**src/store_mem_config.svh**
```systemverilog
`ifndef STORE_MEM_CONFIG_SVH
`define STORE_MEM_CONFIG_SVH

// Number of store ports feeding the write arbiter
`define STORE_PORTS 2

// Number of control ports announcing store counts
`define CTRL_PORTS 2

// Memory word width in bits
`define DATA_W 32

// Word address width, 256 words deep
`define ADDR_W 8

// Width of a store count announcement and of the pending counter
`define COUNT_W 32

`endif

```
**src/storeMemPkg.sv**
```systemverilog
`include "store_mem_config.svh"

package storeMemPkg;

  // One memory word
  typedef logic [`DATA_W-1:0] dataT;

  // Word address into the block RAM
  typedef logic [`ADDR_W-1:0] addrT;

  // Number of stores, announced or outstanding
  typedef logic [`COUNT_W-1:0] countT;

  // A complete store as seen on a store port and on the write bus.
  // Address sits in the upper bits, data in the lower bits.
  typedef struct packed {
    addrT addr;
    dataT data;
  } storeReqT;

endpackage

```
**src/writeArbiter.sv**
```systemverilog
`include "store_mem_config.svh"

module writeArbiter #(
  parameter int NUM_STORE = `STORE_PORTS
) (
  // Store ports
  input  storeMemPkg::storeReqT [NUM_STORE-1:0] storeReq,
  input  logic                  [NUM_STORE-1:0] addrValid,
  input  logic                  [NUM_STORE-1:0] dataValid,
  output logic                  [NUM_STORE-1:0] storeReady,

  // Write bus towards the RAM
  output logic                                  writeEn,
  output storeMemPkg::storeReqT                 writeReq
);

  import storeMemPkg::*;

  // A port only competes once both address and data are present
  logic [NUM_STORE-1:0] eligible;

  // One-hot grant, or all zero when nobody is eligible
  logic [NUM_STORE-1:0] grant;

  // Bit i is set when some port below i is eligible
  logic [NUM_STORE:0]   blocked;

  // Request of the granted port
  storeReqT             selReq;

  assign eligible   = addrValid & dataValid;
  assign blocked[0] = 1'b0;

  // Priority chain, lowest index wins
  for (genvar i = 0; i < NUM_STORE; i++) begin : gPriority
    assign grant[i]       = eligible[i] & ~blocked[i];
    assign blocked[i + 1] = blocked[i] | eligible[i];
  end

  // Grant is one-hot so the order of this loop does not matter
  always_comb begin
    selReq = '0;
    for (int i = 0; i < NUM_STORE; i++) begin
      if (grant[i]) begin
        selReq = storeReq[i];
      end
    end
  end

  // Ready goes back in the same cycle as the valids
  assign storeReady = grant;

  // Transfer happens whenever any port holds the grant
  assign writeEn  = |grant;
  assign writeReq = selReq;

endmodule

```
**src/storeMemController.sv**
```systemverilog
`include "store_mem_config.svh"

module storeMemController #(
  parameter int NUM_STORE = `STORE_PORTS,
  parameter int NUM_CTRL  = `CTRL_PORTS
) (
  input  logic                                  clk,
  input  logic                                  rst,

  // Control ports, always accepted
  input  storeMemPkg::countT    [NUM_CTRL-1:0]  ctrlCount,
  input  logic                  [NUM_CTRL-1:0]  ctrlValid,

  // Store ports
  input  storeMemPkg::storeReqT [NUM_STORE-1:0] storeReq,
  input  logic                  [NUM_STORE-1:0] addrValid,
  input  logic                  [NUM_STORE-1:0] dataValid,
  output logic                  [NUM_STORE-1:0] storeReady,

  // Write bus towards the RAM
  output logic                                  writeEn,
  output storeMemPkg::storeReqT                 writeReq,

  // High while no store is outstanding or being announced
  output logic                                  memDone
);

  import storeMemPkg::*;

  // Stores announced but not yet written
  countT pendingCount;

  // Sum of all announcements arriving this cycle
  countT announced;

  writeArbiter #(
    .NUM_STORE (NUM_STORE)
  ) uWriteArbiter (
    .storeReq   (storeReq),
    .addrValid  (addrValid),
    .dataValid  (dataValid),
    .storeReady (storeReady),
    .writeEn    (writeEn),
    .writeReq   (writeReq)
  );

  // Several control ports may announce in the same cycle
  always_comb begin
    announced = '0;
    for (int j = 0; j < NUM_CTRL; j++) begin
      if (ctrlValid[j]) begin
        announced = announced + ctrlCount[j];
      end
    end
  end

  // Announcements and the completed write both land in one update.
  // Wraps modulo 2**COUNT_W like the announcements themselves.
  always_ff @(posedge clk or posedge rst) begin
    if (rst) begin
      pendingCount <= '0;
    end else begin
      pendingCount <= pendingCount + announced - countT'(writeEn);
    end
  end

  // A pending announcement also keeps done low
  assign memDone = (pendingCount == '0) && (ctrlValid == '0);

endmodule

```
**config.mk**
```make
export PLATFORM = sky130hd
export DESIGN_NAME = storeMemController
export DESIGN_NICKNAME = d
export VERILOG_FILES = /design/src/storeMemPkg.sv /design/src/writeArbiter.sv /design/src/storeMemController.sv
export VERILOG_INCLUDE_DIRS = /design/src /design/src/src
export SDC_FILE = /design/constraint.sdc
export NUM_CORES = 1
export LEC_CHECK = 0
export ABC_CLOCK_PERIOD_IN_PS = 3860
export BUFFER_PORTS_ARGS = -buffer_cell sky130_fd_sc_hd__buf_2
export CAP_MARGIN = 10
export CORE_MARGIN = 10
export CORE_UTILIZATION = 43
export CTS_BUF_LIST = sky130_fd_sc_hd__clkbuf_8 sky130_fd_sc_hd__clkbuf_16
export CTS_CLUSTER_DIAMETER = 120
export DETAILED_ROUTE_END_ITERATION = 8
export PLACE_DENSITY = 0.69
export SLEW_MARGIN = 5
export SYNTH_ARGS = -nofsm -noshare
export SYNTH_HDL_FRONTEND = slang
export SYNTH_SLANG_ARGS = --single-unit
```
**constraint.sdc**
```tcl
create_clock -name clk -period 3.86 [get_ports clk]
set_input_delay 0.579 -clock clk [delete_from_list [all_inputs] [get_ports clk]]
set_output_delay 0.579 -clock clk [all_outputs]
set_load 0.01 [all_outputs]
```
==> impl_metrics.py <==
metrics = {
    "timing": {
        "worstMarginPinSlew_ns": 0.576,
        "maxSlewHeadroom": 0.612,
        "setup_violations": 25,
        "fmax_mhz": 186,
        "fin_ws_ns": -1.51,
        "min_period_over_period": 1.39,
        "hold_viol": 0,
        "rsz0062_at_grt": "true",
        "fin_skew_ns": 0.00671,
        "min_period_ns": 5.37,
        "fin_tns_setup_ns": -18.22,
        "slew_viol_final": 0,
    },
    "global_routing": {
        "grt_pass1_vias": 7669,
        "grt_pass1_wl_um": 37000,
        "antenna_found_initial": 2,
        "grt_use_total": 0.228,
        "grt_remaining_overflow": 0,
        "grt_max_degree": 43,
    },
    "synthesis": {
        "synth_seq_area_share": 0.132,
        "synthDistinctLibCells": 69,
        "syn_avg_cell_area_um2": 7.47,
        "synth-edff-count": 0,
        "synthArstFlopShare": 1.00,
        "syn_inst": 812,
        "synth_xor_area_frac": 0.106,
        "syn_nets": 1048,
        "ys_ff_latch": 32,
        "netlist_area_um2": 6070,
        "synth_top_family_by_area": "compound AO/OA/AOI/OAI gates",
        "yosysWarnings": 0,
        "synth_top_flop_cell": "dfrtp_1",
        "yosys.area_share.adder": 0.182,
        "yosys.area_share.simple": 0.169,
        "synthMuxAreaShare": 0.0233,
        "synth_compound_area_frac": 0.288,
    },
    "floorplanning": {
        "rows": 43,
        "dieWidth_um": 139,
        "start_util": 0.439,
        "io_pins": 196,
        "dieArea_um2": 19300,
        "die_h_um": 139,
        "core_um2": 13800,
    },
    "placed_design": {
        "portBuffers": 195,
        "dp_hpwl_um": 19300,
        "gp_congestion": 0.910,
        "placed_area_um2": 9030,
    },
    "worst_setup_path": {
        "required_ns": 4.02,
        "path_buf_inv": 4,
        "crit_path_start_kind": "input pin",
        "crit_arrival_ns": 5.53,
        "critical_path_class": "in -> reg",
        "max_stage_delay_ns": 0.51,
        "cp_slowest_cell": "or4_4",
        "critical_path.top_delay_family": "simple AND/OR/NAND/NOR gates",
        "crit_path_end_kind": "register",
        "crit_path_max_fanout": 5,
        "cpMostUsedCell": "nor2_2",
    },
    "outcome": {
        "outcome": "finished with violations",
        "violations": "setup timing",
    },
    "power_and_ir_drop": {
        "p_clk_frac": 0.053,
        "p_leak_uw": 0.00516,
        "power.combinational.fraction": 0.858,
        "peakVddDrop_mv": 0.387,
        "pwr-share-seq": 0.089,
        "p_sw_uw": 3360,
        "sw_frac_of_total": 0.436,
        "power_density_nw_per_um2": 776,
        "p_int_uw": 4340,
    },
    "clocking": {
        "clock-sinks": 32,
        "htree_levels": 2,
        "clock-root-buffer": "clkbuf_16",
        "clockBufferDepth": 2,
        "cts_buffers": 5,
        "cts.hold.buffers_added": 0,
        "clk_pin_slew_ns": 0.06,
        "clk_latency_ns": 0.29,
        "cts_tree": "yes",
    },
    "final_layout": {
        "nets": 1453,
        "multi_input_area_um2": 5410,
        "reg_top3": "pendingCount (32)",
        "largest_reg_flops": 32,
        "num-fill-cells": 1017,
        "final_common_cell": "buf_4",
        "regArea_um2": 801,
        "top_register": "pendingCount",
        "final_layout_size_suffix_gt1_frac": 0.471,
        "fin_area_um2": 9920,
        "layout_common_cells": "buf_4, buf_2, inv_1",
        "areaGrowthSynthToFinish_pct": 63.4,
    },
    "detailed_routing": {
        "post_drt_wl_per_cell_um": 17.6,
        "vias_per_cell": 5.37,
        "drcViolationCount": 0,
        "drt_iter0_markers": 467,
        "finalWirelength_um": 24700,
        "first_pass_iters": 5,
        "ant_nets": 0,
        "vias": 7518,
    },
    "hold_path": {
        "min-delay-path-class": "in -> async",
    },
    "job": {
        "drv_cap": 0,
    },
}
-- cells in the mapped netlist (all sizes together) (3+ instances only) --
cell | n | area [µm²]
and2 | 25 | 156
a32oi | 8 | 70.1
xor2 | 15 | 131
nand2b | 20 | 125
mux2i | 13 | 130
a22o | 41 | 359
and3 | 8 | 50.1
o22ai | 8 | 50.1
a311oi | 4 | 47.6
o21bai | 5 | 37.5
xnor2 | 56 | 490
nor3 | 9 | 45.0
nand4b | 3 | 26.3
a21o | 22 | 165
clkbuf | 32 | 121
nand2 | 49 | 184
ha | 82 | 1030
o21a | 11 | 82.6
nor4 | 8 | 50.1
nand3 | 7 | 35.0
a31oi | 10 | 75.1
dfrtp | 32 | 801
nor2 | 42 | 158
nand4 | 8 | 50.1
a21oi | 65 | 325
o21ai | 41 | 209
o211ai | 4 | 30.0
a211oi | 9 | 67.6
maj3 | 4 | 40.0
buf | 11 | 51.3
nor2b | 8 | 50.1
inv | 112 | 420
-- routing by layer --
metal / track usage / routed length, µm
met1: 0.253 / 9760
met2: 0.409 / 12200
met3: 0.0534 / 1740
met4: 0.0928 / 958
met5: 0 / 0
-- power groups by stage --
stage | sequential (µW) | combinational, µW | clock [µW]
after global routing | 699 | 7180 | 430
final | 683 | 6610 | 409
after CTS | 679 | 5910 | 413
after detailed placement | 685 | 5310 | 0
after global placement | 677 | 5160 | 0
after floorplan | 642 | 3400 | 0
-- final timing paths --
path | to | cells after the start | slack, ns | from
setup / recovery | pendingCount[31] | 29 | -1.51 | ctrlValid[0]
hold / removal | pendingCount[8] | 3 | 0.37 | rst
setup reg to reg | pendingCount[31] | 14 | 0.52 | pendingCount[20]
hold reg to reg | pendingCount[0] | 1 | 0.65 | pendingCount[0]
max in group asynchronous | pendingCount[29] | 3 | 3.15 | rst
min in group clk | pendingCount[0] | 1 | 0.65 | pendingCount[0]
-- tightest hold or removal path: stages --
cell   delay, ns
buf_2       0.09
inv_1       0.04
buf_4       0.38
-- kinds of logic (layout without fill, tap and decap cells) --
logic type / after synthesis / after routing
other: 0 / 2
buffers and inverters: 156 / 562
AO/OA/AOI/OAI: 250 / 250
adder cells (fa/ha/maj): 88 / 88
flip-flops: 32 / 32
XOR/XNOR: 72 / 72
multiplexers: 14 / 14
AND/OR/NAND/NOR: 200 / 200
-- metrics by stage --
stage	util	cells	setup slack (ns)	total power, µW	hold WS (ns)
5_1_grt	0.717	1400	-1.76	8310	0.434
3_3_place_gp	0.653	1362	-1.63	5840	0.631
6_report	0.717	1400	-1.51	7700	0.371
4_1_cts	0.692	1386	-1.37	7010	0.404
2_1_floorplan	-	812	-1.82	4050	0.480
3_5_place_dp	0.653	1362	-1.83	6000	0.630
-- repair_timing --
item                                    in CTS  in global routing
gates resized for setup                     51                 51
endpoints found under the setup margin      23                 25
gates cloned                                 1                  0
buffers inserted                            21                 18
pin swaps                                   56                 70
-- cell type report --
class,count,area share
antenna,2,0.000505
clock buffer,6,0.0140
clock inverter,2,0.00114
inverter,113,0.0428
multi-input combinational,624,0.545
sequential,32,0.0807
tap,180,0.0227
timing repair buffer,441,0.293
Note: power is estimated with default switching activity, not from simulation.
